[src/include/bios_loader_cfg.svh]
//////////////////////////////////////////////////////////////////////
// firmware image loader configuration
// bus and download widths, write strobe timing,
// segment prefixes for the BIOS and option ROM images
//////////////////////////////////////////////////////////////////////

`ifndef BIOS_LOADER_CFG_SVH
`define BIOS_LOADER_CFG_SVH

// system address space, 1 MB
`define BIOS_ADDR_W 20

// download channel
`define LOAD_ADDR_W 25
`define INDEX_W 8

// memory cycle timing in clk_chipset cycles
`define WRITE_PULSE_CYCLES 20
`define RECOVER_CYCLES 20

// must hold pulse plus recovery
`define TIMER_W 6

// top 64 KB segment for PC/XT and Tandy BIOS
`define ROM_SEGMENT 4'hF

// XT-IDE option ROM at EC000
`define XTIDE_PREFIX 6'b111011

`endif

[src/hw/bios_loader_pkg.sv]
//////////////////////////////////////////////////////////////////////
// shared types of the firmware image loader
// load sequencer states, image selection, system address and byte
//////////////////////////////////////////////////////////////////////

`include "bios_loader_cfg.svh"

package bios_loader_pkg;

    // load sequencer states
    typedef enum logic [1:0]
    {
        IDLE,
        ACCEPT,
        WRITE,
        RECOVER
    } load_state_t;

    // which ROM image a download byte belongs to
    typedef enum logic [1:0]
    {
        IMAGE_NONE,
        IMAGE_PCXT,
        IMAGE_TANDY,
        IMAGE_XTIDE
    } image_sel_t;

    typedef logic [`BIOS_ADDR_W-1:0] bios_addr_t;
    typedef logic [7:0] bios_byte_t;

endpackage

[src/hw/bios_load_fsm.sv]
//////////////////////////////////////////////////////////////////////
// load sequencer for the firmware image loader
// bus request and BIOS protect control, byte acceptance with
// wait back-pressure, write strobe and recovery sequencing
//////////////////////////////////////////////////////////////////////

`timescale 1ns/10ps

module bios_load_fsm
(
    input  logic clk_chipset,
    input  logic reset,
    input  logic ioctl_download,
    input  logic ioctl_wr,
    input  logic bus_granted,
    input  logic mem_ready,
    input  logic image_valid,
    input  logic pulse_done,
    input  logic recover_done,
    output logic ioctl_wait,
    output logic bios_access_request,
    output logic bios_protect_flag,
    output logic mem_write_n,
    output logic capture,
    output logic data_release,
    output logic timer_start
);

    bios_loader_pkg::load_state_t state;
    logic accept_byte;

    // a strobe is only taken while wait is low
    assign accept_byte = (state == bios_loader_pkg::ACCEPT) &&
                         ioctl_download &&
                         ioctl_wr &&
                         image_valid &&
                         !ioctl_wait &&
                         mem_ready;

    // address map and timer both start on the accepted byte
    assign capture     = accept_byte;
    assign timer_start = accept_byte;

    // end of pulse, or memory dropping out under us
    assign data_release = !mem_ready ||
                          ((state == bios_loader_pkg::WRITE) && pulse_done);

    //////////////////////////////////////////////////////////////////////
    // state and registered control outputs
    //////////////////////////////////////////////////////////////////////

    always_ff @(posedge clk_chipset, posedge reset)
    begin
        if (reset)
        begin
            state               <= bios_loader_pkg::IDLE;
            ioctl_wait          <= 1'b0;
            bios_access_request <= 1'b0;
            bios_protect_flag   <= 1'b1;
            mem_write_n         <= 1'b1;
        end
        else if (!mem_ready)
        begin
            // memory not initialised, hold everything at rest
            state               <= bios_loader_pkg::IDLE;
            ioctl_wait          <= 1'b0;
            bios_access_request <= 1'b0;
            bios_protect_flag   <= 1'b1;
            mem_write_n         <= 1'b1;
        end
        else
        begin
            case (state)
                bios_loader_pkg::IDLE:
                begin
                    bios_protect_flag <= 1'b1;
                    mem_write_n       <= 1'b1;
                    if (ioctl_download && bus_granted)
                    begin
                        // CPU is off the bus, open for bytes
                        state               <= bios_loader_pkg::ACCEPT;
                        bios_access_request <= 1'b1;
                        bios_protect_flag   <= 1'b0;
                        ioctl_wait          <= 1'b0;
                    end
                    else
                    begin
                        // request the bus and stall the source meanwhile
                        bios_access_request <= ioctl_download;
                        ioctl_wait          <= ioctl_download;
                    end
                end

                bios_loader_pkg::ACCEPT:
                begin
                    bios_access_request <= 1'b1;
                    bios_protect_flag   <= 1'b0;
                    if (!ioctl_download)
                    begin
                        // download finished
                        state               <= bios_loader_pkg::IDLE;
                        bios_access_request <= 1'b0;
                        bios_protect_flag   <= 1'b1;
                        ioctl_wait          <= 1'b0;
                        mem_write_n         <= 1'b1;
                    end
                    else if (accept_byte)
                    begin
                        state       <= bios_loader_pkg::WRITE;
                        ioctl_wait  <= 1'b1;
                        mem_write_n <= 1'b0;
                    end
                    else
                    begin
                        // no strobe, or a byte for no known image
                        ioctl_wait  <= 1'b0;
                        mem_write_n <= 1'b1;
                    end
                end

                bios_loader_pkg::WRITE:
                begin
                    ioctl_wait <= 1'b1;
                    if (pulse_done)
                    begin
                        state       <= bios_loader_pkg::RECOVER;
                        mem_write_n <= 1'b1;
                    end
                    else
                    begin
                        mem_write_n <= 1'b0;
                    end
                end

                bios_loader_pkg::RECOVER:
                begin
                    mem_write_n <= 1'b1;
                    if (recover_done)
                    begin
                        // byte done, let the source continue
                        state      <= bios_loader_pkg::ACCEPT;
                        ioctl_wait <= 1'b0;
                    end
                    else
                    begin
                        ioctl_wait <= 1'b1;
                    end
                end

                default:
                begin
                    state               <= bios_loader_pkg::IDLE;
                    ioctl_wait          <= 1'b0;
                    bios_access_request <= 1'b0;
                    bios_protect_flag   <= 1'b1;
                    mem_write_n         <= 1'b1;
                end
            endcase
        end
    end

endmodule

[src/hw/bios_write_timer.sv]
//////////////////////////////////////////////////////////////////////
// memory cycle timer for the firmware image loader
// one up counter covering write pulse and recovery gap,
// single cycle done flags at the end of each phase
//////////////////////////////////////////////////////////////////////

`timescale 1ns/10ps
`include "bios_loader_cfg.svh"

module bios_write_timer
(
    input  logic clk_chipset,
    input  logic reset,
    input  logic timer_start,
    output logic pulse_done,
    output logic recover_done
);

    localparam logic [`TIMER_W-1:0] pulse_last =
        `TIMER_W'(`WRITE_PULSE_CYCLES - 1);
    localparam logic [`TIMER_W-1:0] count_end =
        `TIMER_W'(`WRITE_PULSE_CYCLES + `RECOVER_CYCLES);
    localparam logic [`TIMER_W-1:0] recover_last = count_end - 1'b1;

    logic [`TIMER_W-1:0] count;

    // parked at count_end when idle so no flag fires
    always_ff @(posedge clk_chipset, posedge reset)
    begin
        if (reset)
        begin
            count <= count_end;
        end
        else if (timer_start)
        begin
            count <= '0;
        end
        else if (count != count_end)
        begin
            count <= count + 1'b1;
        end
    end

    // last cycle of each phase
    assign pulse_done   = (count == pulse_last);
    assign recover_done = (count == recover_last);

endmodule

[src/hw/bios_address_map.sv]
//////////////////////////////////////////////////////////////////////
// image decode and address mapping for the firmware image loader
// PC/XT, Tandy and XT-IDE image select from index and load address,
// held memory address, data byte and Tandy mark for one write
//////////////////////////////////////////////////////////////////////

`timescale 1ns/10ps
`include "bios_loader_cfg.svh"

module bios_address_map
(
    input  logic                          clk_chipset,
    input  logic                          reset,
    input  logic [`INDEX_W-1:0]           ioctl_index,
    input  logic [`LOAD_ADDR_W-1:0]       ioctl_addr,
    input  bios_loader_pkg::bios_byte_t   ioctl_data,
    input  logic                          capture,
    input  logic                          data_release,
    output logic                          image_valid,
    output bios_loader_pkg::bios_addr_t   mem_address,
    output bios_loader_pkg::bios_byte_t   mem_data,
    output logic                          tandy_bios_write
);

    bios_loader_pkg::image_sel_t  image_sel;
    bios_loader_pkg::bios_addr_t  mapped_address;
    logic                         below_64k;

    //////////////////////////////////////////////////////////////////////
    // image decode
    //////////////////////////////////////////////////////////////////////

    // BIOS images are at most one segment long
    assign below_64k = (ioctl_addr[`LOAD_ADDR_W-1:16] == '0);

    always_comb
    begin
        if ((ioctl_index < `INDEX_W'(2)) && below_64k)
        begin
            image_sel = bios_loader_pkg::IMAGE_PCXT;
        end
        else if ((ioctl_index == `INDEX_W'(2)) && below_64k)
        begin
            image_sel = bios_loader_pkg::IMAGE_TANDY;
        end
        else if (ioctl_index == `INDEX_W'(3))
        begin
            // option ROM, upper bits are simply dropped
            image_sel = bios_loader_pkg::IMAGE_XTIDE;
        end
        else
        begin
            image_sel = bios_loader_pkg::IMAGE_NONE;
        end
    end

    assign image_valid = (image_sel != bios_loader_pkg::IMAGE_NONE);

    // both BIOS flavours land in F000, option ROM at EC00
    always_comb
    begin
        case (image_sel)
            bios_loader_pkg::IMAGE_PCXT,
            bios_loader_pkg::IMAGE_TANDY:
                mapped_address = {`ROM_SEGMENT, ioctl_addr[15:0]};
            bios_loader_pkg::IMAGE_XTIDE:
                mapped_address = {`XTIDE_PREFIX, ioctl_addr[13:0]};
            default:
                mapped_address = '1;
        endcase
    end

    //////////////////////////////////////////////////////////////////////
    // write cycle registers
    //////////////////////////////////////////////////////////////////////

    // bus idles at all ones between writes
    always_ff @(posedge clk_chipset, posedge reset)
    begin
        if (reset)
        begin
            mem_address      <= '1;
            mem_data         <= '1;
            tandy_bios_write <= 1'b0;
        end
        else if (data_release)
        begin
            mem_address      <= '1;
            mem_data         <= '1;
            tandy_bios_write <= 1'b0;
        end
        else if (capture)
        begin
            mem_address      <= mapped_address;
            mem_data         <= ioctl_data;
            tandy_bios_write <= (image_sel == bios_loader_pkg::IMAGE_TANDY);
        end
    end

endmodule

[src/hw/bios_loader_top.sv]
//////////////////////////////////////////////////////////////////////
// firmware image loader top level
// download channel in, system memory write cycles out
// load sequencer, cycle timer and address map
//////////////////////////////////////////////////////////////////////

`timescale 1ns/10ps
`include "bios_loader_cfg.svh"

module bios_loader_top
(
    input  logic                          clk_chipset,
    input  logic                          reset,
    input  logic                          ioctl_download,
    input  logic [`INDEX_W-1:0]           ioctl_index,
    input  logic [`LOAD_ADDR_W-1:0]       ioctl_addr,
    input  logic                          ioctl_wr,
    input  bios_loader_pkg::bios_byte_t   ioctl_data,
    input  logic                          bus_granted,
    input  logic                          mem_ready,
    output logic                          ioctl_wait,
    output logic                          bios_access_request,
    output logic                          bios_protect_flag,
    output bios_loader_pkg::bios_addr_t   mem_address,
    output bios_loader_pkg::bios_byte_t   mem_data,
    output logic                          mem_write_n,
    output logic                          tandy_bios_write
);

    // sequencer to timer and address map
    logic timer_start;
    logic capture;
    logic data_release;

    // back to the sequencer
    logic pulse_done;
    logic recover_done;
    logic image_valid;

    bios_load_fsm u_load_fsm
    (
        .clk_chipset         (clk_chipset),
        .reset               (reset),
        .ioctl_download      (ioctl_download),
        .ioctl_wr            (ioctl_wr),
        .bus_granted         (bus_granted),
        .mem_ready           (mem_ready),
        .image_valid         (image_valid),
        .pulse_done          (pulse_done),
        .recover_done        (recover_done),
        .ioctl_wait          (ioctl_wait),
        .bios_access_request (bios_access_request),
        .bios_protect_flag   (bios_protect_flag),
        .mem_write_n         (mem_write_n),
        .capture             (capture),
        .data_release        (data_release),
        .timer_start         (timer_start)
    );

    bios_write_timer u_write_timer
    (
        .clk_chipset  (clk_chipset),
        .reset        (reset),
        .timer_start  (timer_start),
        .pulse_done   (pulse_done),
        .recover_done (recover_done)
    );

    bios_address_map u_address_map
    (
        .clk_chipset      (clk_chipset),
        .reset            (reset),
        .ioctl_index      (ioctl_index),
        .ioctl_addr       (ioctl_addr),
        .ioctl_data       (ioctl_data),
        .capture          (capture),
        .data_release     (data_release),
        .image_valid      (image_valid),
        .mem_address      (mem_address),
        .mem_data         (mem_data),
        .tandy_bios_write (tandy_bios_write)
    );

endmodule

[config.mk]
export PLATFORM = sky130hd
export DESIGN_NAME = bios_loader_top
export DESIGN_NICKNAME = d
export VERILOG_FILES = /design/src/hw/bios_loader_pkg.sv /design/src/hw/bios_load_fsm.sv /design/src/hw/bios_write_timer.sv /design/src/hw/bios_address_map.sv /design/src/hw/bios_loader_top.sv
export VERILOG_INCLUDE_DIRS = /design/src /design/src/include
export SDC_FILE = /design/constraint.sdc
export NUM_CORES = 1
export LEC_CHECK = 0
export BUFFER_PORTS_ARGS = -buffer_cell sky130_fd_sc_hd__buf_2
export CELL_PAD_IN_SITES_DETAIL_PLACEMENT = 0
export CELL_PAD_IN_SITES_GLOBAL_PLACEMENT = 1
export CORE_ASPECT_RATIO = 1.2
export CORE_UTILIZATION = 37
export DETAILED_ROUTE_END_ITERATION = 12
export PLACE_DENSITY_LB_ADDON = 0.1
export SKIP_LAST_GASP = 1
export SYNTH_ARGS = -nofsm -noshare
export SYNTH_HDL_FRONTEND = slang
export SYNTH_SLANG_ARGS = --single-unit
export TNS_END_PERCENT = 1
[constraint.sdc]
create_clock -name clk_chipset -period 5.2 [get_ports clk_chipset]
set_input_delay 0.26 -clock clk_chipset [delete_from_list [all_inputs] [get_ports clk_chipset]]
set_output_delay 0.26 -clock clk_chipset [all_outputs]
set_load 0.1 [all_outputs]
==> flow_metrics.py <==
metrics = {
    "routing": {
        "routed_via_density": 4.87,
        "postRouteAntennaNets": 0,
        "routed_wl_mm": 4.50,
        "vias": 1681,
        "dr.pass1.iters": 4,
        "first_iter_violations": 131,
        "wire_per_inst_microns": 13.0,
        "drc": 0,
    },
    "clocking": {
        "cts_post_setup_buffers_inserted": 0,
        "clockBufferDepth": 2,
        "cts-hold-fix-buffers": 0,
        "cts_root_buffer": "clkbuf_8",
        "insertion_delay_ps": 280,
        "cts_buffers": 5,
        "clk_pin_slew_ps": 80,
        "cts.htree.levels": 2,
        "ctsResizeCount": 0,
        "tritoncts": "done",
        "cts_sinks": 38,
    },
    "yosys": {
        "synth_edf_count": 0,
        "ys_seq_area_share_pct": 50.2,
        "synth_area_per_cell_sq_um": 9.28,
        "synth_cells": 212,
        "ys_async_sr_fraction_pct": 100,
        "yosys_warnings": 0,
        "synth.distinct_cells": 43,
        "ys_ff_latch": 38,
        "synthesis.area_sq_um": 1970,
        "synth-main-ff-cell": "dfstp_2",
    },
    "setup_path": {
        "worst_ep_required_time_ps": 5420,
        "crit_slowest_cell": "nor2b_2",
        "cp_max_fo": 31,
        "cp-end-kind": "flop",
        "path_common_cell": "nand3_1",
        "crit_path_max_incr_delay_ps": 940,
        "start_kind": "input port",
        "crit_type": "input port to flop",
        "crit_chain": "buf_2, or4_1, nor4_1, nand2b_1, a21o_1, ha_1, and4bb_2, nor2b_2, nand3_1, nand3_1",
        "worst_r2r_path_depth": 6,
        "arrival_ps": 3360,
    },
    "timing": {
        "report.final.setup_viol": 0,
        "finalCritPeriodShare_pct": 60.4,
        "slew_headroom_pct": 20.8,
        "finalCriticalPeriod_ps": 3140,
        "setup-tns-final_ps": 0,
        "fmax_ghz": 0.319,
        "fin_worst_skew_ps": 8.29,
        "drv_slew": 0,
        "hold_viol_final": 0,
        "worstMarginPinSlew_ps": 1180,
        "rsz0062_at_grt": "false",
    },
    "global_routing": {
        "antenna_found_initial": 0,
        "globalRouteOverflowTotal": 0,
        "grt_max_degree": 39,
        "grt_pass1_vias": 1544,
        "grt.total_usage_pct": 16.5,
        "grt_pass1_wl_mm": 6.96,
    },
    "final_layout": {
        "nFillCells": 493,
        "mostFrequentLayoutCell": "buf_2",
        "num_antenna_cells": 0,
        "final_cell_mix": "buf_2, nand2_1, nand3_1",
        "layout-drive-gt1-share_pct": 42.5,
        "area_growth_pct": 26.5,
        "nets": 340,
        "final_area_sq_um": 2490,
    },
    "power": {
        "swShare_pct": 33.3,
        "pwr-share-comb_pct": 26.4,
        "clockPowerShare_pct": 29.2,
        "p_leak_nw": 1.20,
        "power_mw": 0.853,
        "p_int_mw": 0.569,
        "cellPowerDensity_nw_per_um2": 343,
        "ir_drop_mv": 0.196,
        "pwr-share-seq_pct": 44.4,
        "switchingPower_mw": 0.284,
    },
    "place": {
        "post_dp_cell_area_sq_um": 2380,
        "gp_routability_congestion": 0.723,
        "io_buffer_count": 76,
        "dp_hpwl_mm": 3.15,
    },
    "die": {
        "fp.dieH_microns": 81.9,
        "start_util_pct": 39.3,
        "die-area_sq_um": 5620,
        "fp-row-count": 28,
        "coreArea_sq_um": 5010,
        "io_pins": 80,
        "die_x_microns": 68.6,
    },
    "run_status": {
        "status": "complete, no violations",
    },
    "flow_run": {
        "drv_cap": 0,
    },
    "min_path": {
        "hold_path_class": "input port to async pin",
    },
}
==> power groups by stage <==
stage               sequential (mW)  combinational (mW)  clock [mW]
floorplan                     0.417               0.137           0
global placement              0.382               0.224           0
detailed placement            0.381               0.226           0
CTS                           0.378               0.226       0.259
global route                  0.384               0.246       0.269
finish                        0.379               0.225       0.250
==> metrics by stage <==
| stage | setup slack, ps | hold WS, ps | instances | utilization [%] |
|---|---|---|---|---|
| floorplan | 2620 | 372 | 214 | - |
| global placement | 1710 | 400 | 337 | 47.5 |
| detailed placement | 1720 | 401 | 337 | 47.5 |
| CTS | 2020 | 89.8 | 345 | 49.7 |
| global route | 1690 | 114 | 345 | 49.7 |
| finish | 2060 | 81.6 | 345 | 49.7 |
==> synth_stat cells (2+ instances only) <==
master	number	share of area (%)
ha_1	9	5.7
nand2_1	44	8.4
and3_1	2	0.64
o21ai_0	4	1.0
xnor2_1	3	1.3
nand3_1	39	9.9
buf_4	3	1.1
nor4_1	2	0.64
dfstp_2	29	39
a21oi_1	3	0.76
buf_2	2	0.51
or2_2	2	0.64
a2111oi_0	2	0.89
clkbuf_1	7	1.3
nand2b_1	2	0.64
inv_1	7	1.3
dfrtp_1	9	11
mux2i_1	3	1.5
nor2_1	14	2.7
xor2_1	2	0.89
a21boi_0	2	0.76
==> routing by layer <==
layer / wire (microns) / share of wire, % / global-route usage [%]
met1: 2000 / 44 / 19.9
met4: 21 / 0.47 / 5.00
met5: 0 / 0 / 0
met3: 296 / 6.6 / 3.75
met2: 2180 / 48 / 28.7
==> critical path: cells and delay by family <==
| family | cells | cell delay (ps) |
|---|---|---|
| AO/OA/AOI/OAI | 1 | 210 |
| adder cells (fa/ha/maj) | 1 | 220 |
| buffers and inverters | 1 | 90 |
| AND/OR/NAND/NOR | 7 | 2560 |
==> final timing paths <==
kind / slack [ps] / to / from
worst max-delay path: 2060 / u_address_map.mem_address[3] / ioctl_addr[18]
worst min-delay path: 80 / u_write_timer.count[4] / reset
worst max register to register: 2920 / u_address_map.mem_address[3] / u_load_fsm.state[1]
worst min register to register: 480 / u_address_map.mem_address[10] / u_address_map.mem_address[10]
max in group asynchronous: 4770 / u_address_map.mem_address[12] / reset
min in group clk_chipset: 190 / u_address_map.mem_data[0] / ioctl_data[0]
==> cells by family after synthesis <==
kind of cell               count (synthesis)  share of synthesized area [%]
muxes                                      3                           1.53
buffers and inverters                     21                           4.77
DFF                                       38                           50.2
adders and majority gates                  9                           5.72
AOI/OAI and AO/OA                         20                           7.18
and+or+nand+nor                          115                           28.2
other                                      1                          0.191
xor gates and xnor gates                   5                           2.23
==> registers in the layout (all words and copies together) (netlist names) <==
name and flops:
u_address_map.mem_address 17, u_address_map.mem_data 8, u_address_map.tandy_bios_write 1, u_load_fsm.bios_access_request 1, u_load_fsm.bios_protect_flag 1, u_load_fsm.ioctl_wait 1, u_load_fsm.mem_write_n 1, u_load_fsm.state 2
u_write_timer.count 6
==> final cells by class <==
class,instances,area [sq um],share of cell area [%]
Clock inverter,3,43.8,1.76
Inverter,7,26.3,1.06
Clock buffer,5,68.8,2.76
Timing Repair Buffer,77,388,15.6
Tap cell,60,75.1,3.02
Sequential cell,38,987,39.6
Multi-Input combinational cell,155,901,36.2
Note: power is estimated with default switching activity, not from simulation.
